===== src/zebra_params.svh =====
`ifndef ZEBRA_PARAMS_SVH
`define ZEBRA_PARAMS_SVH

// ==========================================================
// Frame geometry
// ==========================================================
`define ZD_IMG_WIDTH        32
`define ZD_IMG_HEIGHT       24

// Highest provisional label, label 0 is background
`define ZD_MAX_LABEL        15

// ==========================================================
// Detection thresholds
// ==========================================================
// Grey value at or above this is white
`define ZD_WHITE_THRESHOLD  180

// Inclusive area window for a stripe
`define ZD_MIN_BLOB_AREA    6
`define ZD_MAX_BLOB_AREA    120

// Stripes needed to call it a crossing
`define ZD_MIN_BLOBS        3

`endif


===== src/blob_pkg.sv =====
`default_nettype none

`include "zebra_params.svh"

package blob_pkg;

    // Provisional label, 0 means background
    typedef logic [$clog2(`ZD_MAX_LABEL + 1)-1:0] label_t;

    // Enough for every pixel of the frame
    typedef logic [$clog2(`ZD_IMG_WIDTH * `ZD_IMG_HEIGHT + 1)-1:0] area_t;

    typedef logic [4:0] blob_cnt_t;

    // Labeler output stream
    typedef struct packed {
        logic   valid;
        logic   last;
        label_t label;
    } label_beat_t;

    // ==========================================================
    // Stage state machines
    // ==========================================================
    typedef enum logic [1:0] {
        scan_idle,
        scan_run,
        scan_drain
    } scan_state_t;

    typedef enum logic [1:0] {
        decide_idle,
        decide_sweep,
        decide_report
    } decide_state_t;

endpackage

`default_nettype wire


===== src/crossing_decider.sv =====
`timescale 1ns/1ns
`default_nettype none

`include "zebra_params.svh"

module crossing_decider
    import blob_pkg::*;
(
    input  wire logic  clk,
    input  wire logic  rst_n,
    input  wire logic  frame_end,
    output label_t     sweep_label,
    input  wire area_t sweep_area,
    output blob_cnt_t  valid_blob_count,
    output logic       zebra_detected,
    output logic       done
);

    decide_state_t state;
    blob_cnt_t     run_count;
    logic          in_window;

    assign in_window = (sweep_area >= area_t'(`ZD_MIN_BLOB_AREA)) &&
                       (sweep_area <= area_t'(`ZD_MAX_BLOB_AREA));

    always_ff @(posedge clk or negedge rst_n) begin
        if (!rst_n) begin
            state            <= decide_idle;
            sweep_label      <= '0;
            run_count        <= '0;
            valid_blob_count <= '0;
            zebra_detected   <= 1'b0;
            done             <= 1'b0;
        end else begin
            done <= 1'b0;
            case (state)
                decide_idle: begin
                    if (frame_end) begin
                        sweep_label <= label_t'(1);
                        run_count   <= '0;
                        state       <= decide_sweep;
                    end
                end
                // One label per cycle
                decide_sweep: begin
                    if (in_window) begin
                        run_count <= run_count + 1'b1;
                    end
                    if (sweep_label == label_t'(`ZD_MAX_LABEL)) begin
                        state <= decide_report;
                    end else begin
                        sweep_label <= sweep_label + 1'b1;
                    end
                end
                // Results stay put until the next report
                decide_report: begin
                    valid_blob_count <= run_count;
                    zebra_detected   <= (run_count >= blob_cnt_t'(`ZD_MIN_BLOBS));
                    done             <= 1'b1;
                    sweep_label      <= '0;
                    state            <= decide_idle;
                end
                default: state <= decide_idle;
            endcase
        end
    end

endmodule

`default_nettype wire


===== config.mk =====
export PLATFORM = sky130hd
export DESIGN_NAME = crossing_decider
export DESIGN_NICKNAME = d
export VERILOG_FILES = /design/src/blob_pkg.sv /design/src/crossing_decider.sv
export VERILOG_INCLUDE_DIRS = /design/src /design/src/src
export SDC_FILE = /design/constraint.sdc
export NUM_CORES = 1
export LEC_CHECK = 0
export BUFFER_PORTS_ARGS = -buffer_cell sky130_fd_sc_hd__buf_2
export CORE_MARGIN = 2
export CORE_UTILIZATION = 55
export DETAILED_ROUTE_END_ITERATION = 8
export GPL_TIMING_DRIVEN = 0
export PLACE_DENSITY_LB_ADDON = 0.15
export SYNTH_ARGS = -nofsm -noshare
export SYNTH_HDL_FRONTEND = slang
export SYNTH_SLANG_ARGS = --single-unit

===== constraint.sdc =====
create_clock -name clk -period 4.78 [get_ports clk]
set_input_delay 0.717 -clock clk [delete_from_list [all_inputs] [get_ports clk]]
set_output_delay 0.717 -clock clk [all_outputs]
set_load 0.03 [all_outputs]

**After elaboration in Yosys (flattened, before gate mapping)**

Index checks and enable logic that the tools add are counted.

- Add/subtract/negate cells: 2
- Magnitude comparators: 3
- Eq/ne operators: 7
- Multiplexer cells: 10
- Reduce and logical (&&, ||, !) cells: 7

Operator list:

| cell | number |
|---|---|
| $pmux 4 s3 | 1 |
| $ge 10x3->1 const B | 1 |
| $le 10x7->1 const B | 1 |
| $mux 5 | 2 |
| $pmux 5 s2 | 1 |
| $mux 4 | 2 |
| $ne 2x2->1 const B | 4 |
| $reduce_and 3->1 | 2 |
| $add 5x1->5 const B | 1 |
| $ge 5x2->1 const B | 1 |
| $add 4x1->4 const B | 1 |
| $eq 4x4->1 const B | 1 |
| $mux 2 | 2 |
| $pmux 2 s2 | 1 |
| $reduce_bool 3->1 | 1 |
| $eq 2x1->1 const B | 1 |
| $eq 2x2->1 const B | 1 |
| $logic_not 2->1 | 1 |
| $reduce_and 2->1 | 1 |
| $reduce_bool 2->1 | 1 |
| $logic_and 1x1->1 | 1 |
| $mux 1 | 1 |

- Flip-flop bits (word level): 18
- Input bits: 13
- Output and inout bits: 11
- Logic and storage cells: 35

**Logic depth before layout (Yosys ltp)**

Gate-level depths: netlist of the first run.

- Depth in word-level cells: 4
- Gate-level depth with buffers: 6
- Depth with buffers taken out: 6

**Least setup slack after synthesis of the first run**

OpenSTA, ideal clock, no wires.

- Kind: input -> register
- Start: input sweep_area[2]
- End: register run_count[3]
- Data arrival time: 1745 ps
- Path slack: 2955 ps
- Stages on the path: 4
- Path buffers: 0
- Cell sequence: or3_1 -> a31o_2 -> a211oi_2 -> mux2i_1

- Word-level cells in the longest chain between the ends: 4
- Elaborated cells on any way between the ends: 5

RTL lines:

| what | RTL line | source |
|---|---|---|
| start, declared | crossing_decider.sv:13 | `input wire area_t sweep_area,` |
| $ge 10x3->1 or $le 10x7->1 (tied branches) | crossing_decider.sv:23, crossing_decider.sv:24 |  |
| $logic_and 1x1->1 (*) | crossing_decider.sv:23 | `` assign in_window = (sweep_area >= area_t'(`ZD_MIN_BLOB_AREA)) && `` |
| $ne 2x2->1 (no source line) (*) | n/a |  |
| $reduce_and 3->1 (no source line) (*) | n/a |  |
| end signal, assigned | crossing_decider.sv:47 | `run_count <= run_count + 1'b1;` |
| end, declared | crossing_decider.sv:20 | `blob_cnt_t run_count;` |

Every way passes the cells marked *; elsewhere a longest branch is shown, timed or not.
A chain may end at the register's enable or synchronous reset.

**Worst setup path in the final report of the first run**

- Start: register state[0]
- End: register run_count[4]

- Word-level cells in the longest chain between the ends: 3
- Elaborated cells on any way between the ends: 7

RTL lines:

| what | RTL line | source |
|---|---|---|
| start, declared | crossing_decider.sv:19 | `decide_state_t state;` |
| start signal, assigned | crossing_decider.sv:28 | `state <= decide_idle;` |
| start signal, assigned | crossing_decider.sv:41 | `state <= decide_sweep;` |
| start signal, assigned | crossing_decider.sv:50 | `state <= decide_report;` |
| $eq 2x1->1 or $logic_not 2->1 (tied branches) | crossing_decider.sv:36 | `case (state)` |
| $ne 2x2->1 (no source line) or $reduce_bool 2->1 (tied branches) | n/a |  |
| $reduce_and 3->1 (no source line) | n/a |  |

Several ways; a longest one is shown, not always the timed one.

==> results of run 1 <==
[layout make-up]
type | count | area, um2 | area share (%)
Timing Repair Buffer | 23 | 115 | 9.43
Tap cell | 25 | 31.3 | 2.56
Multi-Input combinational cell | 74 | 566 | 46.3
Clock buffer | 4 | 36.3 | 2.97
Sequential cell | 18 | 450 | 36.9
Inverter | 4 | 15.0 | 1.23
Buffer | 2 | 7.51 | 0.615
[worst min-delay path by stage]
| stage | startpoint | endpoint | slack [ps] | cells past startpoint |
|---|---|---|---|---|
| finish | rst_n | state[0]$_DFFE_PN0P_ | 320 | 1 |
| global route | rst_n | state[0]$_DFFE_PN0P_ | 350 | 1 |
| CTS | rst_n | state[0]$_DFFE_PN0P_ | 330 | 1 |
| detailed placement | valid_blob_count[4]$_DFFE_PN0P_ | valid_blob_count[4]$_DFFE_PN0P_ | 490 | 1 |
| global placement | valid_blob_count[2]$_DFFE_PN0P_ | valid_blob_count[2]$_DFFE_PN0P_ | 480 | 1 |
| floorplan | rst_n | done$_DFF_PN0_ | 420 | 0 |
[cells by family after synthesis]
group / Yosys count / synth area share [%]
flops: 18 / 43.4
fa+ha+maj: 7 / 8.43
mux: 11 / 11.2
compound gates: 22 / 17.1
simple gates: 34 / 17.7
buf+inv: 6 / 2.17
[flip-flops by register name, summed over array words and instances, names as in the netlist]
register	count
run_count	5
valid_blob_count	5
sweep_label	4
state	2
done	1
zebra_detected	1
[layout by cell type (no fill, tap or decap), drive strengths merged, types with 2 or more instances in the layout]
cell type,netlist,routed
a21oi,3,3
and2,2,2
mux2i,6,6
nor2,3,3
a22o,2,2
mux2,5,5
nor4,3,3
o21ai,4,4
clkbuf,2,6
inv,4,4
nand2,11,11
buf,0,23
nand3,3,3
a41o,2,2
ha,7,7
nand2b,4,4
a211oi,3,3
dfrtp,18,18
[cells in the mapped netlist]
| cell type | count | area [um2] |
|---|---|---|
| nor2b_1 | 1 | 6.26 |
| nand2_1 | 11 | 41.3 |
| or3_1 | 1 | 6.26 |
| a211oi_2 | 3 | 37.5 |
| dfrtp_1 | 18 | 450 |
| clkbuf_1 | 2 | 7.51 |
| nand2b_1 | 4 | 25.0 |
| o211ai_1 | 1 | 7.51 |
| nor4_1 | 3 | 18.8 |
| and3_1 | 1 | 6.26 |
| a21oi_2 | 1 | 8.76 |
| a31oi_1 | 1 | 6.26 |
| nand3_1 | 3 | 15.0 |
| a31o_2 | 1 | 8.76 |
| o21a_1 | 1 | 7.51 |
| nor2_1 | 3 | 11.3 |
| a211o_1 | 1 | 8.76 |
| a41o_1 | 2 | 20.0 |
| and4b_1 | 1 | 10.0 |
| or2_2 | 1 | 6.26 |
| mux2_2 | 5 | 56.3 |
| nand3b_1 | 1 | 7.51 |
| nand4_1 | 1 | 6.26 |
| o21ai_0 | 4 | 20.0 |
| o311ai_0 | 1 | 8.76 |
| a21o_1 | 1 | 7.51 |
| a41oi_1 | 1 | 8.76 |
| and2_1 | 2 | 12.5 |
| ha_1 | 7 | 87.6 |
| a21oi_1 | 2 | 10.0 |
| inv_1 | 4 | 15.0 |
| or4_4 | 1 | 11.3 |
| mux2i_1 | 6 | 60.1 |
| a22o_1 | 2 | 17.5 |
[power by group through the flow]
stage,sequential (mW),clock (mW),combinational [mW]
floorplan,0.217,0,0.109
global placement,0.204,0,0.162
detailed placement,0.208,0,0.169
CTS,0.204,0.0969,0.170
global route,0.208,0.101,0.193
finish,0.204,0.0950,0.170
[per-stage QoR]
step                      worst slack [ps]  area, um2  hold WS, ps  util (%)
after floorplan                       2960       1040          421         -
after global placement                2790       1180          483      67.9
after detailed placement              2750       1180          490      67.9
after CTS                             2910       1220          332      70.0
after global routing                  2810       1220          355      70.0
final                                 2920       1220          322      70.0
[critical path: cells and delay by family, from the launching register on]
family	cells	cell delay, ps
and+or+nand+nor	1	470
DFF	1	400
muxes	2	370
adders and majority gates	1	240
AOI/OAI and AO/OA	1	200
buffers and inverters	1	100
[layer usage]
metal | track usage, % | vias to the layer above | share of wire [%]
met1 | 27.9 | 400 | 49
met4 | 10.0 | 0 | 2.2
met3 | 4.91 | 4 | 5.1
met5 | 0 | - | 0
met2 | 32.2 | 20 | 44
li1 | - | 416 | -
==> summary.md, run 1 <==
| Metric | Value |
|---|---|
| Status | `complete, no violations` |
| Start of the worst register-to-register path | `state[0]$_DFFE_PN0P_` |
| WS Path Type | `reg -> reg` |
| Clock-pin slew on the worst setup and hold paths | `100 ps` |
| Final HPWL DP | `1530 um` |
| Mean Syn Cell Area | `10.6 um2` |
| Total CTS buffers | `3` |
| Synth Register Bits | `18` |
| Post-Layout Cell Count | `150` |
| Gpl congestion | `0.877` |
| H-tree Lvls | `1` |
| P_int | `0.286 mW` |
| Setup violations, final | `0` |
| Die X | `47.5 um` |
| FMAX | `0.538 GHz` |
| Routed length per placed instance | `13.4 um` |
| Sw frac | `39.1%` |
| Vias after detailed routing | `840` |
| Setup Buffers After CTS | `0` |
| Port-buffer cells | `23` |
| Syn_nets | `118` |
| Worst r2r path cells | `6` |
| Tot Pwr | `0.469 mW` |
| Largest net degree at the start of global routing | `19` |
| RR Endpoint | `run_count[4]$_DFFE_PN0P_` |
| Sw power | `~0.18 mW` |
| Worst-Margin Slew | `394 ps` |
| Required @ worst endpoint | `5000 ps` |
| Seq pwr share | `43.5%` |
| Vias per inst | `5.60` |
| Tcrit/Tclk final | `approximately two fifths` |
| Cell row count | `15` |
| Clock group share of total power | `about a fifth` |
| Layout Skew | `2.50 ps` |
| RSZ-0062 raised after global routing | `no` |
| Number of global-route vias before repair | `720` |
| Final nets | `approximately 150` |
| 1st-iter DRT viols | `20` |
| DRC violations left | `0` |
| First-pass GRT wire length | `3180 um` |
| Resized cells post-CTS | `0` |
| CP max stage cell | `or4_4` |
| Register area share after synthesis | `between 40% and 50%` |
| TNS Setup | `0 ps` |
| Worst reg2reg setup slack | `between 2000 and 3000 ps` |
| Die Area | `between 0.002 and 0.0025 mm2` |
| Area Growth Syn to Fin | `17.6%` |
| Pleak | `just over 0.6 nW` |
| Hold crit path type | `in -> async` |
| Min Tclk post-route | `1860 ps` |
| Peak supply drop | `349 uV` |
| Clock Root Buffer | `clkbuf_4` |
| # diodes | `0` |
| Worst path arrival time | `2080 ps` |
| Overall global routing resource usage | `between 20% and 30%` |
| Worst slew margin | `73.7%` |
| Maxcap violations | `0` |
| Layout cells sized above 1 | `31.2%` |
| Crit path top cell by count | `mux2i_1` |
| Post-CTS Hold Buffers | `0` |
| Pwr dens | `384 mW/mm2` |
| Clock tree buffer depth | `2` |
| Core area | `0.00175 mm2` |
| Fillers | `135` |
| TritonCTS clock tree | `yes` |
| Worst setup EP type | `flip-flop` |
| CTS Sinks | `18` |
| Initial Util | `59.5%` |
| Crit path max fanout | `5` |
| Final Hold Vio Count | `0` |
| Cells after Synth | `98` |
| Congestion Overflow GR | `0` |
| Critical path origin | `state[0]$_DFFE_PN0P_` |
| Antenna violations before repair | `0` |
| Yosys warning count | `0` |
| Drt total wl | `2010 um` |
| Initial DRT Pass Iterations | `6` |
| Die H | `47.5 um` |
| Startpoint Class | `flip-flop` |
| Distinct cells, synth | `34` |
| Top Ports | `24` |
| Logic pwr share | `about 36%` |
| Antenna viol nets, final | `0` |
| Critical-path cell list | `inv_1 -> ha_1 -> mux2i_1 -> or4_4 -> a211oi_2 -> mux2i_1` |
| Slew Viols, Final | `0` |
| Area of the mapped netlist | `0.00104 mm2` |
| CP peak stage delay | `470 ps` |
| Later-pin clock latency in the skew report | `300 ps` |
| Dpl cells | `approximately 150` |
| Setup crit end | `run_count[4]$_DFFE_PN0P_` |
Note: power is estimated with default switching activity, not from simulation.
==> inputs of run 2 (changes only) <==
ABC_AREA = 1   (was unset)
CORE_UTILIZATION = 47   (was 55)
clock period = 1.5 ns   (was 4.78 ns; I/O delays follow)
==> run 2 against run 1 <==
Synthesized area increased by 2.2%. Non-clock buffer count rose by 4. Combinational power grew to 4.4 times the previous value. Clock skew is 0.97 ps higher. Cell count is 26% higher. Clock power grew to 3.2 times the previous value. Die area up 18%. Register-to-register slack got worse by 2800 ps.
==> summary.md, run 2 <==
| Metric | Value |
|---|---|
| Top Ports | `24 (unchanged)` |
| Final HPWL DP | `1540 um (was 1530 um)` |
| Layout Skew | `3.47 ps (was 2.50 ps)` |
| 1st-iter DRT viols | `12 (was 20)` |
| Area share of the largest cell type after synthesis | `42.5% (was 43.4%)` |
| Routed length per placed instance | `10.6 um (was 13.4 um)` |
| Hold path start | `frame_end` |
| Maxcap violations | `0 (unchanged)` |
| Synth Register Bits | `18 (unchanged)` |
| Antenna viol nets, final | `0 (unchanged)` |
| Final Hold Vio Count | `0 (unchanged)` |
| Async set-reset flop share out of synthesis | `100% (unchanged)` |
| Die Area | `0.00265 mm2 (was 0.00225 mm2)` |
| Later-pin clock latency in the skew report | `290 ps (was 300 ps)` |
| Core area | `0.00217 mm2 (was 0.00175 mm2)` |
| Crit path max-delay family | `simple AND/OR/NAND/NOR gates (unchanged)` |
| Sequential cell area | `450 um2 (unchanged)` |
| Mean Syn Cell Area | `8.22 um2 (was 10.6 um2)` |
| Post-DP Area | `0.00121 mm2 (was 0.00118 mm2)` |
| Commonest cells in the netlist | `nand2_1 (36), dfrtp_1 (18), inv_1 (14), nand3_1 (11), nor2_1 (10) (was dfrtp_1 (18), nand2_1 (11), ha_1 (7), mux2i_1 (6), mux2_2 (5))` |
| Initial DRT Pass Iterations | `5 (was 6)` |
| DRC violations left | `0 (unchanged)` |
| Min Tclk post-route | `1370 ps (was 1860 ps)` |
| Worst path buffer plus inverter count | `3 (was 1)` |
| Die X | `51.5 um (was 47.5 um)` |
| Fillers | `204 (was 135)` |
| Tcrit/Tclk final | `91.3% (was 38.9%)` |
| Post-Layout Cell Count | `189 (was 150)` |
| Most frequent cells in the layout | `nand2_1 (36), buf_2 (23), dfrtp_1 (18) (was buf_2 (23), dfrtp_1 (18), nand2_1 (11))` |
| Number of global-route vias before repair | `824 (was 720)` |
| RSZ-0062 raised after global routing | `no (unchanged)` |
| Yosys warning count | `0 (unchanged)` |
| Vias per inst | `4.77 (was 5.60)` |
| Area of the mapped netlist | `0.00106 mm2 (was 0.00104 mm2)` |
| Congestion Overflow GR | `0 (unchanged)` |
| Primary FF master, synth | `dfrtp_1 (unchanged)` |
| Hold crit path type | `in -> reg (was in -> async)` |
| Required @ worst endpoint | `1740 ps (was 5000 ps)` |
| Area Growth Syn to Fin | `21.6% (was 17.6%)` |
| Number of synthesized flops with an enable pin | `0 (unchanged)` |
| Worst Hold Endpoint | `state[1]$_DFFE_PN0P_` |
| Die H | `51.5 um (was 47.5 um)` |
| Startpoint Class | `flip-flop (unchanged)` |
| Registers with the most flip-flops | `run_count: 5 flops, valid_blob_count: 5 flops, sweep_label: 4 flops (unchanged)` |
| Cell row count | `17 (was 15)` |
| Critical path origin | `state[1]$_DFFE_PN0P_ (was state[0]$_DFFE_PN0P_)` |
| Most common cell after layout, fill and taps aside | `nand2_1 (was buf_2)` |
| Clock tree buffer depth | `2 (unchanged)` |
| Worst path arrival time | `1610 ps (was 2080 ps)` |
| TNS Setup | `0 ps (unchanged)` |
| Pleak | `0.692 nW (was 0.606 nW)` |
| Crit path max fanout | `7 (was 5)` |
| Antenna violations before repair | `0 (unchanged)` |
| Vias after detailed routing | `902 (was 840)` |
| FMAX | `0.731 GHz (was 0.538 GHz)` |
| Worst slew margin | `71.9% (was 73.7%)` |
| Clock Root Buffer | `clkbuf_4 (unchanged)` |
| Pwr dens | `1310 mW/mm2 (was 384 mW/mm2)` |
| Multi-input logic area | `533 um2 (was 566 um2)` |
| Total CTS buffers | `3 (unchanged)` |
| Most frequent cell after synthesis | `nand2_1 (was dfrtp_1)` |
| # diodes | `0 (unchanged)` |
| Slew Viols, Final | `0 (unchanged)` |
| Critical-path cell list | `inv_2 -> ha_1 -> buf_6 -> inv_6 -> nand2_4 -> nand2_4 -> nor2_4 -> nand3_4 -> nand2_4 -> nand2_1 -> nand2_1 (was inv_1 -> ha_1 -> mux2i_1 -> or4_4 -> a211oi_2 -> mux2i_1)` |
| Start of the worst register-to-register path | `state[1]$_DFFE_PN0P_ (was state[0]$_DFFE_PN0P_)` |
| H-tree Lvls | `1 (unchanged)` |
| Overall global routing resource usage | `16.8% (was 20.9%)` |
| RR Endpoint | `run_count[1]$_DFFE_PN0P_ (was run_count[4]$_DFFE_PN0P_)` |
| Initial Util | `48.9% (was 59.5%)` |
| WS Path Type | `reg -> reg (unchanged)` |
| CP max stage cell | `dfrtp_1 (was or4_4)` |
| Largest net degree at the start of global routing | `19 (unchanged)` |
| TritonCTS clock tree | `yes (unchanged)` |
| First-pass GRT wire length | `3350 um (was 3180 um)` |
| Min-Delay Path Depth | `5` |
| Worst-Margin Slew | `421 ps (was 394 ps)` |
| Port-buffer cells | `23 (unchanged)` |
| Final nets | `182 (was 146)` |
| Gpl congestion | `0.785 (was 0.877)` |
| Worst reg2reg setup slack | `130 ps (was 2920 ps)` |
| Register area share after synthesis | `42.5% (was 43.4%)` |
| Crit path top cell by count | `nand2_4 (was mux2i_1)` |
| Drt total wl | `2010 um (about the same)` |
| Clock-pin slew on the worst setup and hold paths | `110 ps (was 100 ps)` |
| Final core utilization | `59.5% (was 70.0%)` |
| Worst setup EP type | `flip-flop (unchanged)` |
| Design Area, Final | `0.00129 mm2 (was 0.00122 mm2)` |
| Dpl cells | `180 (was 146)` |
| Setup violations, final | `0 (unchanged)` |
| Layout cells sized above 1 | `29.8% (was 31.2%)` |
| Syn_nets | `149 (was 118)` |
| Cells after Synth | `129 (was 98)` |
| Distinct cells, synth | `24 (was 34)` |
| Peak supply drop | `805 uV (was 349 uV)` |
| Tot Pwr | `1.69 mW (was 0.469 mW)` |
| Synth top area cells | `dfrtp_1 (42%), nand2_1 (13%), ha_1 (8.3%) (was dfrtp_1 (43%), ha_1 (8.4%), mux2i_1 (5.8%))` |
| CP peak stage delay | `400 ps (was 470 ps)` |
| Yosys top cell by area | `dfrtp_1 (unchanged)` |
| Status | `complete, no violations (unchanged)` |
| Worst r2r path cells | `11 (was 6)` |
| CTS Sinks | `18 (unchanged)` |
[run 2: cell count changes after synthesis, sizes merged, moves of 6 or more]
cell | previous run | this run
inv | 4 | 17
mux2i | 6 | 0
nand2 | 11 | 40
nand3 | 3 | 13
nor2 | 3 | 13
o21ai | 4 | 11
[run 2: worst max path at each step]
stage / cells past startpoint / slack, ps / end
5_1_grt: 11 / 6 / run_count[4]$_DFFE_PN0P_
4_1_cts: 11 / 30 / run_count[1]$_DFFE_PN0P_
3_5_place_dp: 11 / 40 / run_count[4]$_DFFE_PN0P_
6_report: 11 / 130 / run_count[1]$_DFFE_PN0P_
3_3_place_gp: 11 / 80 / run_count[4]$_DFFE_PN0P_
2_1_floorplan: 7 / 170 / sweep_label[2]$_DFFE_PN0P_
[run 2: cell families after synthesis]
family,share of synthesized area (%)
AOI/OAI and AO/OA,6.49
buffers and inverters,7.55
xor gates and xnor gates,2.48
DFF,42.5
adders and majority gates,8.25
and+or+nand+nor,32.8
[run 2: layer usage]
metal	GRT usage, %	vias to the layer above	routed length [um]
li1	-	472	-
met1	21.6	408	967
met2	27.8	20	946
met3	3.16	2	82
met4	6.58	0	14
met5	0	-	0
[run 2: power breakdown]
| part | internal, mW | switching [mW] | total (mW) |
|---|---|---|---|
| Sequential | 0.556 | 0.0836 | 0.640 |
| Clock | 0.148 | 0.155 | 0.303 |
| Combinational | 0.301 | 0.446 | 0.747 |
| Total | 1.00 | 0.685 | 1.69 |
[run 2: stage by stage]
step | worst slack [ps] | hold slack (ps)
after floorplan | 167 | -70.6
after global placement | 84.1 | 178
after detailed placement | 44.2 | 179
after CTS | 30.4 | 349
after global routing | 5.78 | 365
final | 131 | 354
[run 2: cell type report]
| cell class | count | share of cell area, % |
|---|---|---|
| Timing Repair Buffer | 28 | 12.0 |
| Clock buffer | 4 | 2.81 |
| Inverter | 17 | 5.33 |
| Buffer | 1 | 0.873 |
| Sequential cell | 18 | 34.9 |
| Tap cell | 28 | 2.72 |
| Multi-Input combinational cell | 93 | 41.3 |
[run 2: repair_timing]
action                                  in CTS  in global routing
hold buffers                                 1                  0
setup buffers                                0                  4
resized for setup                            0                  3
endpoints found under the hold margin       18                  0
endpoints found under the setup margin       0                 10
[run 2: tightest hold or removal path, delay by kind of cell]
family / cells / cell delay [ps]
and+or+nand+nor: 2 / 170
buffers and inverters: 2 / 150
AOI/OAI and AO/OA: 1 / 70
