File: config.mk
export PLATFORM = sky130hd
export DESIGN_NAME = component_labeler
export DESIGN_NICKNAME = d
export VERILOG_FILES = /design/src/pixel_pkg.sv /design/src/blob_pkg.sv /design/src/component_labeler.sv
export VERILOG_INCLUDE_DIRS = /design/src /design/src/src
export SDC_FILE = /design/constraint.sdc
export NUM_CORES = 1
export LEC_CHECK = 0
export BUFFER_PORTS_ARGS = -buffer_cell sky130_fd_sc_hd__buf_2
export CAP_MARGIN = 15
export CELL_PAD_IN_SITES_DETAIL_PLACEMENT = 0
export CELL_PAD_IN_SITES_GLOBAL_PLACEMENT = 1
export CORE_UTILIZATION = 56
export DETAILED_ROUTE_END_ITERATION = 10
export GPL_TIMING_DRIVEN = 0
export PLACE_DENSITY = 0.84
export SYNTH_ARGS = -nofsm -noshare
export SYNTH_HDL_FRONTEND = slang
export SYNTH_SLANG_ARGS = --single-unit
File: constraint.sdc
create_clock -name clk -period 13.74 [get_ports clk]
set_clock_uncertainty 0.1 [all_clocks]
set_input_delay 0.687 -clock clk [delete_from_list [all_inputs] [get_ports clk]]
set_output_delay 0.687 -clock clk [all_outputs]
set_load 0.02 [all_outputs]
File: src/zebra_params.svh
`ifndef ZEBRA_PARAMS_SVH
`define ZEBRA_PARAMS_SVH

// ==========================================================
// Frame geometry
// ==========================================================
`define ZD_IMG_WIDTH        32
`define ZD_IMG_HEIGHT       24

// Highest provisional label, label 0 is background
`define ZD_MAX_LABEL        15

// ==========================================================
// Detection thresholds
// ==========================================================
// Grey value at or above this is white
`define ZD_WHITE_THRESHOLD  180

// Inclusive area window for a stripe
`define ZD_MIN_BLOB_AREA    6
`define ZD_MAX_BLOB_AREA    120

// Stripes needed to call it a crossing
`define ZD_MIN_BLOBS        3

`endif

File: src/pixel_pkg.sv
`default_nettype none

`include "zebra_params.svh"

package pixel_pkg;

    typedef logic [7:0] pixel_t;
    typedef logic [$clog2(`ZD_IMG_WIDTH)-1:0] x_t;
    typedef logic [$clog2(`ZD_IMG_HEIGHT)-1:0] y_t;

    // Raster address, row * width + column
    typedef logic [$clog2(`ZD_IMG_WIDTH * `ZD_IMG_HEIGHT)-1:0] pix_addr_t;

    // Scanner output, value comes straight from the frame memory
    typedef struct packed {
        logic   valid;
        x_t     x;
        y_t     y;
        logic   last;
        pixel_t value;
    } pix_beat_t;

    // Classifier output
    typedef struct packed {
        logic valid;
        x_t   x;
        y_t   y;
        logic last;
        logic white;
    } class_beat_t;

endpackage

`default_nettype wire

File: src/blob_pkg.sv
`default_nettype none

`include "zebra_params.svh"

package blob_pkg;

    // Provisional label, 0 means background
    typedef logic [$clog2(`ZD_MAX_LABEL + 1)-1:0] label_t;

    // Enough for every pixel of the frame
    typedef logic [$clog2(`ZD_IMG_WIDTH * `ZD_IMG_HEIGHT + 1)-1:0] area_t;

    typedef logic [4:0] blob_cnt_t;

    // Labeler output stream
    typedef struct packed {
        logic   valid;
        logic   last;
        label_t label;
    } label_beat_t;

    // ==========================================================
    // Stage state machines
    // ==========================================================
    typedef enum logic [1:0] {
        scan_idle,
        scan_run,
        scan_drain
    } scan_state_t;

    typedef enum logic [1:0] {
        decide_idle,
        decide_sweep,
        decide_report
    } decide_state_t;

endpackage

`default_nettype wire

File: src/component_labeler.sv
`timescale 1ns/1ns
`default_nettype none

`include "zebra_params.svh"

module component_labeler
    import pixel_pkg::*, blob_pkg::*;
(
    input  wire logic        clk,
    input  wire logic        rst_n,
    input  wire logic        scan_start,
    input  wire class_beat_t in_beat,
    output label_beat_t      out_beat,
    output blob_cnt_t        blob_count
);

    // Labels of the previous row, one entry per column
    label_t row_buf [0:`ZD_IMG_WIDTH-1];

    label_t left_label;
    label_t next_label;

    label_t left_nbr;
    label_t above_nbr;
    label_t assigned;
    logic   take_new;

    // ==========================================================
    // Neighbour lookup and label choice
    // ==========================================================
    always_comb begin
        // Nothing to the left of column 0 or above row 0
        left_nbr  = (in_beat.x == '0) ? '0 : left_label;
        above_nbr = (in_beat.y == '0) ? '0 : row_buf[in_beat.x];
        take_new  = 1'b0;
        if (!in_beat.white) begin
            assigned = '0;
        end else if (left_nbr != '0 && above_nbr != '0) begin
            assigned = (left_nbr < above_nbr) ? left_nbr : above_nbr;
        end else if (left_nbr != '0) begin
            assigned = left_nbr;
        end else if (above_nbr != '0) begin
            assigned = above_nbr;
        end else begin
            assigned = next_label;
            take_new = 1'b1;
        end
    end

    // Row buffer, black pixels write 0
    always_ff @(posedge clk) begin
        if (in_beat.valid) begin
            row_buf[in_beat.x] <= assigned;
        end
    end

    // ==========================================================
    // Label allocation and output beat
    // ==========================================================
    always_ff @(posedge clk or negedge rst_n) begin
        if (!rst_n) begin
            out_beat   <= '0;
            left_label <= '0;
            next_label <= label_t'(1);
            blob_count <= '0;
        end else if (scan_start) begin
            out_beat   <= '0;
            left_label <= '0;
            next_label <= label_t'(1);
            blob_count <= '0;
        end else begin
            out_beat.valid <= in_beat.valid;
            out_beat.last  <= in_beat.last;
            out_beat.label <= assigned;
            if (in_beat.valid) begin
                left_label <= assigned;
                if (take_new) begin
                    // Out of labels, keep reusing the highest one
                    if (next_label != label_t'(`ZD_MAX_LABEL)) begin
                        next_label <= next_label + 1'b1;
                    end
                    if (blob_count != blob_cnt_t'(`ZD_MAX_LABEL)) begin
                        blob_count <= blob_count + 1'b1;
                    end
                end
            end
        end
    end

endmodule

`default_nettype wire

=== Word-level counts from Yosys, hierarchy flattened ===
Memory sizes are Yosys's and may differ from the RTL's.
Cells that the tools add are included.

* Add/subtract/negate cells: 2
* Order comparisons: 1
* Equal/unequal tests: 2
* Muxes and demuxes: 24
* Reductions and logical operators: 11

{| class="wikitable"
|+ Operators by type and width
! kind !! number
|-
| two-way mux 4 bit || 13
|-
| two-way mux 5 bit || 4
|-
| logical NOT 5 bit || 2
|-
| nonzero test 2 bit || 4
|-
| nonzero test 4 bit || 2
|-
| two-way mux 1 bit || 6
|-
| two-way mux 6 bit || 1
|-
| AND reduction 3 bit || 2
|-
| adder 5 x 1 -> 5 bit (second input constant) || 1
|-
| != test 5 x 4 -> 1 bit (second input constant) || 1
|-
| adder 4 x 1 -> 4 bit (second input constant) || 1
|-
| less-than comparator 4 bit || 1
|-
| != test 4 bit (second input constant) || 1
|-
| logical AND 1 bit || 1
|}

* Register bits: 19
* Memory bits (writable): 128
* Bits of input ports: 16
* Output and inout port bits: 11
* Word-level logic and storage cells: 47
* Memories: 1

{| class="wikitable"
|+ Memories
! name !! depth !! bits a word !! rd ports !! clocked after Yosys merged registers in !! write ports !! RTL line !! RTL
|-
| row_buf || 32 || 4 || 1 || 0 || 1 || component_labeler.sv:18 || <nowiki>label_t row_buf [0:`ZD_IMG_WIDTH-1];</nowiki>
|}

=== Logic depth before layout (Yosys ltp) ===
Gate-level depths: netlist (run 1).

* Depth in word-level cells: 10
* Mapped depth: 17
* Depth with buffers taken out: 13

=== Worst setup path after synthesis (run 1) ===
No wires, ideal clock.

* Path type: input -> register
* From: in in_beat[9] in the netlist's numbering
* To: mem row_buf[0][1] in the netlist's numbering, data pin
* Setup time: 0.461 ns
* Arrival: 4.547 ns
* Data required time: 13.179 ns
* Slack: 8.632 ns
* Cell stages on the path: 12
* Path through: buf_2 or4b_2 o22ai_1 or4_1 o21ai_0 ha_1 a21o_1 a211oi_1 a21bo_2 o211ai_1 a21oi_1 nor3b_1

* Cells in the longest elaborated chain, start to end: 7
* Elaborated cells on any way between the ends: 13
* Those cells by class: order compare (1); mux (7); reduce/logical (4); memory (1)

{| class="wikitable"
|+ Ends and longest elaborated chain
! what !! RTL line !! RTL
|-
| from (decl) || component_labeler.sv:12 || <nowiki>input wire class_beat_t in_beat,</nowiki>
|-
| parallel branches: the longest is 5 deep, another holds memory (32 x 4 bit) || - ||
|-
| two-way mux 4 bit (*) || component_labeler.sv:38 || <nowiki>end else if (left_nbr != '0 && above_nbr != '0) begin</nowiki>
|-
| two-way mux 4 bit (*) || component_labeler.sv:36 || <nowiki>if (!in_beat.white) begin</nowiki>
|-
| named net assigned[1] || component_labeler.sv:25 || <nowiki>label_t assigned;</nowiki>
|-
| to (decl) || component_labeler.sv:18 ||
|}

Mark *: on every way through the listed nets, which the timed path passes.

=== Final worst setup path (run 1) ===
* From: in in_beat[8] in the netlist's numbering
* To: mem row_buf[25][2] in the netlist's numbering, data pin

The elaborated chain is that of the path after synthesis.

==> impl_results.html, run 1 <==
<table>
<tr><th>Metric</th><th>Value</th></tr>
<tr><th colspan="2">STA</th></tr>
<tr><td>RSZ-0062 raised after global routing</td><td>false</td></tr>
<tr><td>Max-slew violation count</td><td>0</td></tr>
<tr><td>Final hold violations</td><td>0</td></tr>
<tr><td>Number of setup violations in the final report</td><td>0</td></tr>
<tr><td>Highest clock frequency the design can meet</td><td>213 MHz</td></tr>
<tr><td>Transition time of the tightest slew-check pin</td><td>0.769 ns</td></tr>
<tr><td>Max_slew headroom</td><td>48.5%</td></tr>
<tr><td>Post-route clock period utilization</td><td>34.2%</td></tr>
<tr><td>Final-layout setup total negative slack</td><td>0 ns</td></tr>
<tr><td>Final period demand of the worst path</td><td>4.71 ns</td></tr>
<tr><th colspan="2">Route</th></tr>
<tr><td>Number of search-and-repair iterations in the first detailed-routing pass</td><td>10</td></tr>
<tr><td>Avg Vias per Cell</td><td>6.50</td></tr>
<tr><td>Final wirelength</td><td>16.0 mm</td></tr>
<tr><td>DRC violations left</td><td>5</td></tr>
<tr><td>DR WL/cell</td><td>23.9 µm</td></tr>
<tr><td>Count of vias placed by the detailed router</td><td>4359</td></tr>
<tr><td>Initial detailed-routing violation count</td><td>490</td></tr>
<tr><td>Count of antenna-violating nets left after detailed routing</td><td>0</td></tr>
<tr><th colspan="2">Synth</th></tr>
<tr><td>Portion of the post-synthesis area used by sequential elements</td><td>64.7%</td></tr>
<tr><td>Synthesized net count</td><td>488</td></tr>
<tr><td>Average size of a mapped cell</td><td>14.3 µm²</td></tr>
<tr><td>Mapped Cells</td><td>466</td></tr>
<tr><td>Async S/R FF share, synth</td><td>12.9%</td></tr>
<tr><td>Top_reg_cell synth</td><td>edfxtp_1</td></tr>
<tr><td>Number of flops mapped to enable cells by yosys</td><td>128</td></tr>
<tr><td>Number of warnings issued by yosys</td><td>0</td></tr>
<tr><td>Syn Std Cell Area</td><td>0.00668 mm²</td></tr>
<tr><td>Count of cell types in the netlist</td><td>61</td></tr>
<tr><td>Register bit count reported by yosys</td><td>147</td></tr>
<tr><th colspan="2">Global route</th></tr>
<tr><td>Pin count of the biggest net entering global routing</td><td>33</td></tr>
<tr><td>Global-route congestion overflow total</td><td>0</td></tr>
<tr><td>Via count of the first global-routing pass</td><td>4320</td></tr>
<tr><td>GRT Resource Usage Total</td><td>28.4%</td></tr>
<tr><td>Antenna violations before repair</td><td>0</td></tr>
<tr><td>Wire length of the first global-routing pass</td><td>25.2 mm</td></tr>
<tr><th colspan="2">Clock network</th></tr>
<tr><td>Number of sinks driven by the clock tree</td><td>147</td></tr>
<tr><td>Clock tree from TritonCTS</td><td>done</td></tr>
<tr><td>Root Buffer Master</td><td>clkbuf_16</td></tr>
<tr><td>Maximum number of buffers from clock root to sink</td><td>2</td></tr>
<tr><td>Total CTS buffers</td><td>17</td></tr>
<tr><td>Resized cells post-CTS</td><td>0</td></tr>
<tr><td>Setup repair bufs after CTS</td><td>0</td></tr>
<tr><td>Clock latency reported for the late side of the worst-skew pair</td><td>0.42 ns</td></tr>
<tr><td>CTS H-tree lvls</td><td>4</td></tr>
<tr><td>Clock-pin transition on the worst setup and hold timing paths</td><td>0.06 ns</td></tr>
<tr><td>Hold buffers post-CTS</td><td>0</td></tr>
<tr><th colspan="2">Worst hold path</th></tr>
<tr><td>Worst hold path type</td><td>in -&gt; async</td></tr>
<tr><th colspan="2">Final layout</th></tr>
<tr><td>Fraction of final layout cells with drive strength greater than 1</td><td>20.1%</td></tr>
<tr><td>Final antenna diode count</td><td>0</td></tr>
<tr><td>Fin util</td><td>66.4%</td></tr>
<tr><td>Signed area change from the synthesized netlist to the final layout</td><td>14.5%</td></tr>
<tr><td>Final-stage net count</td><td>539</td></tr>
<tr><th colspan="2">Floorplan</th></tr>
<tr><td>Placeable core region</td><td>0.0115 mm²</td></tr>
<tr><td>Ports placed on the boundary</td><td>27</td></tr>
<tr><td>Initial core utilization</td><td>58.0%</td></tr>
<tr><td>Floorplan die area</td><td>0.0124 mm²</td></tr>
<tr><td>Die Y-Extent</td><td>111 µm</td></tr>
<tr><td>Die X</td><td>111 µm</td></tr>
<tr><td>Site Rows</td><td>39</td></tr>
<tr><th colspan="2">Pwr</th></tr>
<tr><td>Total power density per cell area</td><td>143 mW/mm²</td></tr>
<tr><td>Leakage power total</td><td>2.81 nW</td></tr>
<tr><td>Worst supply voltage drop on vdd</td><td>0.103 mV</td></tr>
<tr><th colspan="2">Setup path</th></tr>
<tr><td>CP required</td><td>13.90 ns</td></tr>
<tr><td>Reg-to-reg critical path startpoint</td><td>row_buf[7][3]</td></tr>
<tr><td>CP dominant cell by count</td><td>buf_6</td></tr>
<tr><td>Slowest cell on the critical path</td><td>and2_1</td></tr>
<tr><td>Critical path, cell by cell</td><td>buf_6 -&gt; buf_6 -&gt; buf_6 -&gt; buf_6 -&gt; mux2i_1 -&gt; o22ai_1 -&gt; nor4_2 -&gt; nand2_1 -&gt; nand2_1 -&gt; ha_1 -&gt; or2_2 -&gt; a31oi_1 -&gt; nor2_1 -&gt; nand4_1 -&gt; a221oi_1 -&gt; a211oi_1 -&gt; and2_1 -&gt; buf_8</td></tr>
<tr><td>Worst-case register-to-register setup slack</td><td>9.53 ns</td></tr>
<tr><td>Delay of the slowest cell on the worst path</td><td>0.52 ns</td></tr>
<tr><td>Endpoint arrival time on the critical path</td><td>4.87 ns</td></tr>
<tr><td>Worst setup path category</td><td>in -&gt; reg</td></tr>
<tr><td>Reg2Reg Capture Point</td><td>row_buf[25][2]</td></tr>
<tr><td>Kind of launch point of the worst setup path</td><td>input port</td></tr>
<tr><td>Type of element capturing the critical path</td><td>register</td></tr>
<tr><td>Worst Reg-to-Reg Cells</td><td>13</td></tr>
<tr><td>Maximum fanout count along the critical path</td><td>22</td></tr>
<tr><th colspan="2">Outcome</th></tr>
<tr><td>Result of the run</td><td>complete, but fails checks</td></tr>
<tr><td>Violations in the final reports</td><td>DRC</td></tr>
<tr><th colspan="2">Placement</th></tr>
<tr><td>Number of buffer cells added on primary ports</td><td>25</td></tr>
<tr><td>DP HPWL</td><td>11.2 mm</td></tr>
<tr><td>Routability-driven placement congestion ratio</td><td>0.896</td></tr>
<tr><th colspan="2">Job</th></tr>
<tr><td>Max Cap Viol</td><td>0</td></tr>
</table>
[synthesized netlist by cell type, types with 4 or more instances]
master | instances | area [µm²]
buf_6 | 11 | 124
nor2b_1 | 5 | 31.3
nor4_2 | 6 | 75.1
a31oi_1 | 4 | 25.0
inv_1 | 6 | 22.5
nand4b_1 | 4 | 35.0
nor3b_1 | 4 | 30.0
nand3b_1 | 4 | 30.0
mux2i_1 | 64 | 641
ha_1 | 6 | 75.1
nand3_1 | 5 | 25.0
nor2_1 | 34 | 128
clkbuf_1 | 7 | 26.3
nor3_1 | 10 | 50.1
nand4_1 | 6 | 37.5
or4bb_1 | 5 | 56.3
and2_1 | 7 | 43.8
a21oi_1 | 10 | 50.1
o31ai_1 | 4 | 30.0
dfrtp_1 | 18 | 450
or4b_2 | 4 | 40.0
edfxtp_1 | 128 | 3840
o22ai_1 | 32 | 200
nand2_1 | 19 | 71.3
o311ai_0 | 4 | 35.0
[worst max path at each step]
stage	startpoint	to	slack [ns]	depth (start not counted)
after global placement	in_beat[9]	row_buf[25][1]	6.26	13
after CTS	in_beat[8]	row_buf[27][2]	8.60	17
after floorplan	in_beat[9]	row_buf[0][1]	8.63	12
after detailed placement	in_beat[8]	row_buf[25][2]	8.18	17
final	in_beat[8]	row_buf[25][2]	9.03	18
after global routing	in_beat[8]	row_buf[25][2]	8.82	18
[metal layers]
layer	up-vias	track usage, %	share of wire, %
met3	30	7.98	8.6
met4	0	10.8	2.2
met1	2160	38.4	42
li1	1967	-	-
met2	202	43.8	47
met5	-	0	0
[area by class of cell]
class | instances | area [µm²]
clock buffer | 17 | 425
fill | 833 | 3860
tap | 143 | 179
buffer | 24 | 188
multi-input combinational | 289 | 2160
clock inverter | 13 | 136
inverter | 6 | 22.5
timing repair buffer | 32 | 215
sequential | 147 | 4320
[layout by cell type (no fill, tap or decap), types with 5 or more instances in the layout]
cell       netlist  final
nand2_1         19     19
mux2i_1         64     64
buf_6           11     15
buf_2            3     28
clkbuf_16        0     17
or4bb_1          5      5
nand4_1          6      6
dfrtp_1         18     18
and2_1           7      7
nor2_1          34     34
o22ai_1         32     32
ha_1             6      6
clkbuf_1         7      7
edfxtp_1       128    128
nand3_1          5      5
nor4_2           6      6
a21oi_1         10     10
nor2b_1          5      5
inv_1            6      6
nor3_1          10     10
[power breakdown]
| group | total, mW | internal, mW | switching, mW |
|---|---|---|---|
| clock | 0.441 | 0.265 | 0.176 |
| combinational | 0.139 | 0.0463 | 0.0925 |
| sequential | 0.515 | 0.512 | 0.00340 |
[state kept, by name, indices dropped and copies added, names as in the netlist]
register / count
blob_count: 5
next_label: 4
row_buf: 128
left_label: 4
out_beat: 6
[metrics by stage]
stage                     hold slack, ns  std cells  power [mW]  setup WS, ns  instance area [µm²]
final                              0.103        671        1.09          9.03                 7650
after CTS                          0.104        670        1.10          8.60                 7640
after global placement             0.462        634       0.647          6.26                 6980
after detailed placement           0.470        640       0.659          8.18                 7070
after floorplan                    0.291        466       0.605          8.63                 6680
after global routing               0.127        671        1.13          8.82                 7650
[cell families after synthesis]
group	after synthesis	synth area share, %
flip-flops	147	64.7
AO/OA/AOI/OAI	82	8.56
adder cells (fa/ha/maj)	6	1.12
buffers and inverters	30	3.15
AND/OR/NAND/NOR	136	12.7
multiplexers	65	9.76
[worst max-delay path, delay by kind of cell]
family,cells,cell delay (ns)
and+or+nand+nor,7,1.78
buffers and inverters,5,1.00
adders and majority gates,1,0.22
AOI/OAI and AO/OA,4,0.87
muxes,1,0.26
Note: power is estimated with default switching activity, not from simulation.
==> run 2: changes to the inputs <==
CORE_UTILIZATION = 52   (was 56)
PLACE_DENSITY = 0.79   (was 0.84)
clock period = 4.4 ns   (was 13.74 ns; I/O delays follow)
==> impl_results.html, run 2 (synthesized netlist as in run 1, its figures left out) <==
<table>
<tr><th>Metric</th><th>Value</th></tr>
<tr><th colspan="2">Clock network</th></tr>
<tr><td>Total CTS buffers</td><td>17</td></tr>
<tr><td>Root Buffer Master</td><td>clkbuf_16</td></tr>
<tr><td>Clock latency reported for the late side of the worst-skew pair</td><td>0.42 ns</td></tr>
<tr><td>Clock-pin transition on the worst setup and hold timing paths</td><td>0.06 ns</td></tr>
<tr><td>CTS H-tree lvls</td><td>4</td></tr>
<tr><td>Maximum number of buffers from clock root to sink</td><td>2</td></tr>
<tr><td>Clock tree from TritonCTS</td><td>done</td></tr>
<tr><td>Number of sinks driven by the clock tree</td><td>147</td></tr>
<tr><th colspan="2">Global route</th></tr>
<tr><td>Global-route congestion overflow total</td><td>0</td></tr>
<tr><td>GRT Resource Usage Total</td><td>25.8%</td></tr>
<tr><td>Via count of the first global-routing pass</td><td>4197</td></tr>
<tr><td>Wire length of the first global-routing pass</td><td>24.4 mm</td></tr>
<tr><td>Pin count of the biggest net entering global routing</td><td>33</td></tr>
<tr><td>Antenna violations before repair</td><td>0</td></tr>
<tr><th colspan="2">STA</th></tr>
<tr><td>Setup ws final</td><td>0.215 ns</td></tr>
<tr><td>Post-route clock period utilization</td><td>95.1%</td></tr>
<tr><td>Final period demand of the worst path</td><td>4.18 ns</td></tr>
<tr><td>Max_slew headroom</td><td>48.2%</td></tr>
<tr><td>Final-layout setup total negative slack</td><td>0 ns</td></tr>
<tr><td>Transition time of the tightest slew-check pin</td><td>0.770 ns</td></tr>
<tr><td>Max-slew violation count</td><td>0</td></tr>
<tr><td>Final hold violations</td><td>0</td></tr>
<tr><td>RSZ-0062 raised after global routing</td><td>false</td></tr>
<tr><td>Number of setup violations in the final report</td><td>0</td></tr>
<tr><td>Highest clock frequency the design can meet</td><td>239 MHz</td></tr>
<tr><th colspan="2">Final layout</th></tr>
<tr><td>Most common cell after layout, fill and taps aside</td><td>edfxtp_1</td></tr>
<tr><td>Biggest register</td><td>row_buf</td></tr>
<tr><td>Count of fill cells added during filler insertion</td><td>956</td></tr>
<tr><td>Fraction of final layout cells with drive strength greater than 1</td><td>20.0%</td></tr>
<tr><td>Top flop regs</td><td>row_buf: 128 flops, out_beat: 6 flops, blob_count: 5 flops</td></tr>
<tr><td>Final standard cell count with taps included and fillers excluded</td><td>702</td></tr>
<tr><td>Final antenna diode count</td><td>0</td></tr>
<tr><td>Top library cells by usage in the layout, fill and taps aside</td><td>edfxtp_1, mux2i_1, nor2_1</td></tr>
<tr><td>Fin util</td><td>61.5%</td></tr>
<tr><td>Signed area change from the synthesized netlist to the final layout</td><td>15.8%</td></tr>
<tr><td>Final-stage net count</td><td>539</td></tr>
<tr><td>Final Instance Area</td><td>0.00773 mm²</td></tr>
<tr><td>Number of flip-flops in the largest register</td><td>128</td></tr>
<tr><th colspan="2">Worst hold path</th></tr>
<tr><td>Hold Path Depth</td><td>3</td></tr>
<tr><td>Worst hold path type</td><td>in -&gt; reg</td></tr>
<tr><th colspan="2">Floorplan</th></tr>
<tr><td>Initial core utilization</td><td>53.2%</td></tr>
<tr><td>Placeable core region</td><td>0.0126 mm²</td></tr>
<tr><td>Ports placed on the boundary</td><td>27</td></tr>
<tr><td>Floorplan die area</td><td>0.0133 mm²</td></tr>
<tr><td>Die Y-Extent</td><td>115 µm</td></tr>
<tr><td>Site Rows</td><td>41</td></tr>
<tr><td>Die X</td><td>115 µm</td></tr>
<tr><th colspan="2">Placement</th></tr>
<tr><td>Placement-stage cell area</td><td>0.00710 mm²</td></tr>
<tr><td>Inst Count DP</td><td>667</td></tr>
<tr><td>Number of buffer cells added on primary ports</td><td>25</td></tr>
<tr><td>DP HPWL</td><td>11.1 mm</td></tr>
<tr><td>Routability-driven placement congestion ratio</td><td>0.884</td></tr>
<tr><td>Worst Setup Slack post-DPL</td><td>-0.588 ns</td></tr>
<tr><th colspan="2">Setup path</th></tr>
<tr><td>Worst setup path category</td><td>reg -&gt; reg</td></tr>
<tr><td>CP required</td><td>4.47 ns</td></tr>
<tr><td>Type of element capturing the critical path</td><td>register</td></tr>
<tr><td>Worst Reg-to-Reg Cells</td><td>12</td></tr>
<tr><td>Maximum fanout count along the critical path</td><td>20</td></tr>
<tr><td>Worst-case register-to-register setup slack</td><td>0.22 ns</td></tr>
<tr><td>Kind of launch point of the worst setup path</td><td>register</td></tr>
<tr><td>Endpoint arrival time on the critical path</td><td>4.25 ns</td></tr>
<tr><th colspan="2">Route</th></tr>
<tr><td>DR WL/cell</td><td>22.5 µm</td></tr>
<tr><td>Count of antenna-violating nets left after detailed routing</td><td>0</td></tr>
<tr><td>Avg Vias per Cell</td><td>6.06</td></tr>
<tr><td>Final wirelength</td><td>15.8 mm</td></tr>
<tr><td>DRC violations left</td><td>0</td></tr>
<tr><td>Initial detailed-routing violation count</td><td>382</td></tr>
<tr><td>Number of search-and-repair iterations in the first detailed-routing pass</td><td>5</td></tr>
<tr><td>Count of vias placed by the detailed router</td><td>4253</td></tr>
<tr><th colspan="2">Pwr</th></tr>
<tr><td>Total power density per cell area</td><td>450 mW/mm²</td></tr>
<tr><td>Leakage power total</td><td>2.83 nW</td></tr>
<tr><td>Worst supply voltage drop on vdd</td><td>0.330 mV</td></tr>
<tr><th colspan="2">Job</th></tr>
<tr><td>Max Cap Viol</td><td>0</td></tr>
<tr><th colspan="2">Outcome</th></tr>
<tr><td>Result of the run</td><td>complete, no violations</td></tr>
</table>
-- run 2: per-layer routing --
layer | up-vias | part of all wire (%) | track usage (%)
li1 | 1964 | - | -
met1 | 2107 | 44 | 35.7
met2 | 158 | 47 | 40.6
met3 | 24 | 6.6 | 6.22
met4 | 0 | 1.9 | 7.97
met5 | - | 0 | 0
-- run 2: timing repair --
action / 4_1_cts / 5_1_grt
endpoints found under the hold margin: 20 / 0
pin swaps: 0 / 1
buffers inserted: 0 / 1
gates resized for setup: 1 / 1
hold buffers: 2 / 0
endpoints found under the setup margin: 32 / 64
-- run 2: worst paths after layout --
check                                      to          start
worst max-delay path            row_buf[3][1]  row_buf[7][3]
max in group asynchronous       next_label[0]          rst_n
min in group asynchronous         out_beat[4]          rst_n
worst max register to register  row_buf[3][1]  row_buf[7][3]
worst min-delay path            next_label[3]     scan_start
worst min register to register  blob_count[3]  blob_count[3]
-- run 2: critical path, cell delays in order (launching register included) --
cell,delay [ns]
edfxtp_1,0.37
mux2i_1,0.31
o22ai_1,0.16
or4_1,0.60
o21ai_0,0.34
ha_1,0.34
a21o_1,0.21
a211oi_1,0.33
a21bo_2,0.28
a31o_2,0.25
a21oi_1,0.32
nor3b_4,0.12
buf_8,0.20
-- run 2: power breakdown --
group / internal, mW / leakage (nW) / switching, mW
sequential: 1.60 / 1.43 / 0.0100
combinational: 0.145 / 1.12 / 0.281
clock: 0.886 / 0.281 / 0.559
-- run 2: final cells by class --
type,instances,area (µm²),share of cell area (%)
sequential,147,4320,55.9
multi-input combinational,289,2180,28.2
clock buffer,18,429,5.55
timing repair buffer,32,218,2.82
tap,172,215,2.78
buffer,24,188,2.43
clock inverter,14,161,2.09
inverter,6,22.5,0.291
-- run 2: through the flow --
step | hold WS [ns] | total power [mW]
after floorplan | -0.176 | 1.89
after global placement | 0.0742 | 2.02
after detailed placement | 0.0833 | 2.05
after CTS | 0.00801 | 3.48
after global routing | 0.0288 | 3.58
final | 0.0139 | 3.48
==> run 3: changes to the inputs <==
BUFFER_PORTS_ARGS = not set   (was -buffer_cell sky130_fd_sc_hd__buf_2)
CORE_UTILIZATION = 53   (was 52)
DONT_BUFFER_PORTS = 1   (was not set)
PLACE_DENSITY = 0.78   (was 0.79)
==> impl_results.html, run 3 (synthesized netlist as in run 1, its figures left out) <==
<table>
<tr><th>Metric</th><th>Value</th></tr>
<tr><th colspan="2">Outcome</th></tr>
<tr><td>Result of the run</td><td>complete, no violations</td></tr>
<tr><th colspan="2">Setup path</th></tr>
<tr><td>Delay of the slowest cell on the worst path</td><td>0.55 ns</td></tr>
<tr><td>Reg2Reg Capture Point</td><td>row_buf[12][1]</td></tr>
<tr><td>Type of element capturing the critical path</td><td>register</td></tr>
<tr><td>Worst-case register-to-register setup slack</td><td>0.30 ns</td></tr>
<tr><td>Endpoint arrival time on the critical path</td><td>4.17 ns</td></tr>
<tr><td>Top Family by Delay on Critical Path</td><td>compound AO/OA/AOI/OAI gates</td></tr>
<tr><td>Worst Reg-to-Reg Cells</td><td>12</td></tr>
<tr><td>Critical path, cell by cell</td><td>mux2i_1 -&gt; o22ai_1 -&gt; or4_1 -&gt; o21ai_0 -&gt; ha_1 -&gt; a21o_1 -&gt; a211oi_1 -&gt; a21bo_2 -&gt; a31o_2 -&gt; a21oi_1 -&gt; nor3b_4 -&gt; buf_8</td></tr>
<tr><td>Kind of launch point of the worst setup path</td><td>register</td></tr>
<tr><td>Slowest cell on the critical path</td><td>or4_1</td></tr>
<tr><td>Reg-to-reg critical path startpoint</td><td>row_buf[15][3]</td></tr>
<tr><td>Worst setup path category</td><td>reg -&gt; reg</td></tr>
<tr><td>Buffering stage count on the worst path with inverters included</td><td>1</td></tr>
<tr><td>CP required</td><td>4.47 ns</td></tr>
<tr><td>Maximum fanout count along the critical path</td><td>16</td></tr>
<tr><th colspan="2">Final layout</th></tr>
<tr><td>Final antenna diode count</td><td>0</td></tr>
<tr><td>Final-stage net count</td><td>516</td></tr>
<tr><td>Top library cells by usage in the layout, fill and taps aside</td><td>edfxtp_1, mux2i_1, nor2_1</td></tr>
<tr><td>Signed area change from the synthesized netlist to the final layout</td><td>14.6%</td></tr>
<tr><td>Most common cell after layout, fill and taps aside</td><td>edfxtp_1</td></tr>
<tr><td>Number of flip-flops in the largest register</td><td>128</td></tr>
<tr><td>Top flop regs</td><td>row_buf: 128 flops, out_beat: 6 flops, blob_count: 5 flops</td></tr>
<tr><td>Final Instance Area</td><td>0.00766 mm²</td></tr>
<tr><td>Fraction of final layout cells with drive strength greater than 1</td><td>16.2%</td></tr>
<tr><td>Biggest register</td><td>row_buf</td></tr>
<tr><th colspan="2">Floorplan</th></tr>
<tr><td>Initial core utilization</td><td>54.9%</td></tr>
<tr><td>Die Y-Extent</td><td>114 µm</td></tr>
<tr><td>Floorplan die area</td><td>0.0131 mm²</td></tr>
<tr><td>Ports placed on the boundary</td><td>27</td></tr>
<tr><td>Site Rows</td><td>40</td></tr>
<tr><td>Die X</td><td>114 µm</td></tr>
<tr><td>Placeable core region</td><td>0.0122 mm²</td></tr>
<tr><th colspan="2">Placement</th></tr>
<tr><td>Worst Setup Slack post-DPL</td><td>-0.706 ns</td></tr>
<tr><td>Number of buffer cells added on primary ports</td><td>0</td></tr>
<tr><td>DP HPWL</td><td>11.2 mm</td></tr>
<tr><td>Placement-stage cell area</td><td>0.00697 mm²</td></tr>
<tr><td>Routability-driven placement congestion ratio</td><td>0.883</td></tr>
<tr><th colspan="2">STA</th></tr>
<tr><td>Setup ws final</td><td>0.302 ns</td></tr>
<tr><td>Final hold violations</td><td>0</td></tr>
<tr><td>Transition time of the tightest slew-check pin</td><td>0.893 ns</td></tr>
<tr><td>Final-layout setup total negative slack</td><td>0 ns</td></tr>
<tr><td>Max_slew headroom</td><td>40.2%</td></tr>
<tr><td>Final period demand of the worst path</td><td>4.10 ns</td></tr>
<tr><td>Number of setup violations in the final report</td><td>0</td></tr>
<tr><td>Post-Route Hold Slack</td><td>0.0995 ns</td></tr>
<tr><td>Post-route clock period utilization</td><td>93.1%</td></tr>
<tr><td>Highest clock frequency the design can meet</td><td>244 MHz</td></tr>
<tr><td>Max-slew violation count</td><td>0</td></tr>
<tr><td>RSZ-0062 raised after global routing</td><td>false</td></tr>
<tr><th colspan="2">Clock network</th></tr>
<tr><td>Clock tree from TritonCTS</td><td>done</td></tr>
<tr><td>Clock latency reported for the late side of the worst-skew pair</td><td>0.43 ns</td></tr>
<tr><td>Total CTS buffers</td><td>17</td></tr>
<tr><td>Maximum number of buffers from clock root to sink</td><td>2</td></tr>
<tr><td>Number of sinks driven by the clock tree</td><td>147</td></tr>
<tr><td>Clock-pin transition on the worst setup and hold timing paths</td><td>0.06 ns</td></tr>
<tr><td>CTS H-tree lvls</td><td>4</td></tr>
<tr><td>Root Buffer Master</td><td>clkbuf_16</td></tr>
<tr><th colspan="2">Worst hold path</th></tr>
<tr><td>Hold Path Depth</td><td>1</td></tr>
<tr><td>Worst Hold Endpoint</td><td>row_buf[31][0]</td></tr>
<tr><td>Hold path startpoint</td><td>in_beat[0]</td></tr>
<tr><td>Worst hold path type</td><td>in -&gt; reg</td></tr>
<tr><th colspan="2">Global route</th></tr>
<tr><td>GRT Resource Usage Total</td><td>26.2%</td></tr>
<tr><td>Global-route congestion overflow total</td><td>0</td></tr>
<tr><td>Wire length of the first global-routing pass</td><td>23.8 mm</td></tr>
<tr><td>Pin count of the biggest net entering global routing</td><td>33</td></tr>
<tr><td>Via count of the first global-routing pass</td><td>4126</td></tr>
<tr><td>Antenna violations before repair</td><td>0</td></tr>
<tr><th colspan="2">Route</th></tr>
<tr><td>DR WL/cell</td><td>23.9 µm</td></tr>
<tr><td>Number of search-and-repair iterations in the first detailed-routing pass</td><td>7</td></tr>
<tr><td>Count of vias placed by the detailed router</td><td>4261</td></tr>
<tr><td>Final wirelength</td><td>16.1 mm</td></tr>
<tr><td>DRC violations left</td><td>0</td></tr>
<tr><td>Count of antenna-violating nets left after detailed routing</td><td>0</td></tr>
<tr><td>Initial detailed-routing violation count</td><td>328</td></tr>
<tr><td>Avg Vias per Cell</td><td>6.31</td></tr>
<tr><th colspan="2">Pwr</th></tr>
<tr><td>Leakage power total</td><td>2.74 nW</td></tr>
<tr><td>Sequential share of power</td><td>45.5%</td></tr>
<tr><td>Clock power share</td><td>42.9%</td></tr>
<tr><td>Total power density per cell area</td><td>464 mW/mm²</td></tr>
<tr><td>Combinational fraction of design power</td><td>11.6%</td></tr>
<tr><td>Total internal power</td><td>2.70 mW</td></tr>
<tr><td>Total net switching power</td><td>0.852 mW</td></tr>
<tr><td>Switching power share of the total</td><td>24.0%</td></tr>
<tr><td>Worst supply voltage drop on vdd</td><td>0.359 mV</td></tr>
<tr><th colspan="2">Job</th></tr>
<tr><td>Max Cap Viol</td><td>0</td></tr>
</table>
==> run 3: cell count changes in the layout (fill, tap and decap cells not counted) <==
cell / change
clkinv_2: -1
buf_2: -25
bufinv_16: +1
clkinv_1: -2
clkinv_4: -1
clkbuf_1: +1
inv_6: +1
dlygate4sd3_1: +2
clkbuf_8: +1
==> run 3: worst max path at each step <==
stage	from	slack, ns	cells after the start	to
6_report	row_buf[15][3]	0.30	12	row_buf[12][1]
5_1_grt	row_buf[26][3]	0.20	12	row_buf[18][1]
4_1_cts	row_buf[26][3]	0.14	12	row_buf[17][1]
3_5_place_dp	in_beat[8]	-0.71	17	row_buf[7][2]
3_3_place_gp	in_beat[8]	-2.18	10	row_buf[12][3]
2_1_floorplan	in_beat[9]	0.30	9	row_buf[0][3]
==> run 3: timing repair <==
item | CTS | global route
pin swaps | 0 | 1
setup endpoints to repair | 32 | 38
gates resized for setup | 1 | 1
endpoints found under the hold margin | 30 | 0
cloned | 0 | 0
hold buffers | 4 | 0
setup buffers | 0 | 1
==> run 3: stage by stage <==
stage | utilization (%) | total power [mW] | cells
CTS | 62.8 | 3.55 | 674
global placement | 56.7 | 2.01 | 634
floorplan | - | 1.89 | 466
finish | 63.0 | 3.55 | 675
detailed placement | 57.3 | 2.04 | 638
global route | 63.0 | 3.63 | 675
==> run 3: worst reg2reg max path: stages (launching register included) <==
cell	delay, ns
edfxtp_1	0.36
mux2i_1	0.32
o22ai_1	0.13
or4_1	0.55
o21ai_0	0.32
ha_1	0.33
a21o_1	0.21
a211oi_1	0.31
a21bo_2	0.28
a31o_2	0.24
a21oi_1	0.38
nor3b_4	0.12
buf_8	0.19
==> run 3: routing by layer <==
metal / track usage (%) / vias to the layer above / share of wire [%]
met5: 0 / - / 0
met4: 12.6 / 0 / 3.1
met3: 6.62 / 40 / 6.3
met2: 41.2 / 175 / 47
met1: 34.2 / 2122 / 43
li1: - / 1924 / -
==> run 3: cell type report <==
cell class / instances / area [µm²]
clock inverter: 12 / 179
timing repair buffer: 9 / 113
inverter: 6 / 22.5
clock buffer: 20 / 447
sequential: 147 / 4320
multi-input combinational: 289 / 2180
fill: 898 / 4500
tap: 168 / 210
buffer: 24 / 188
==> run 3: power groups by stage <==
stage          clock, mW  combinational (mW)  sequential, mW
6_report            1.52               0.413            1.62
2_1_floorplan          0               0.247            1.64
3_5_place_dp           0               0.389            1.65
5_1_grt             1.58               0.438            1.62
4_1_cts             1.53               0.398            1.62
3_3_place_gp           0               0.355            1.65
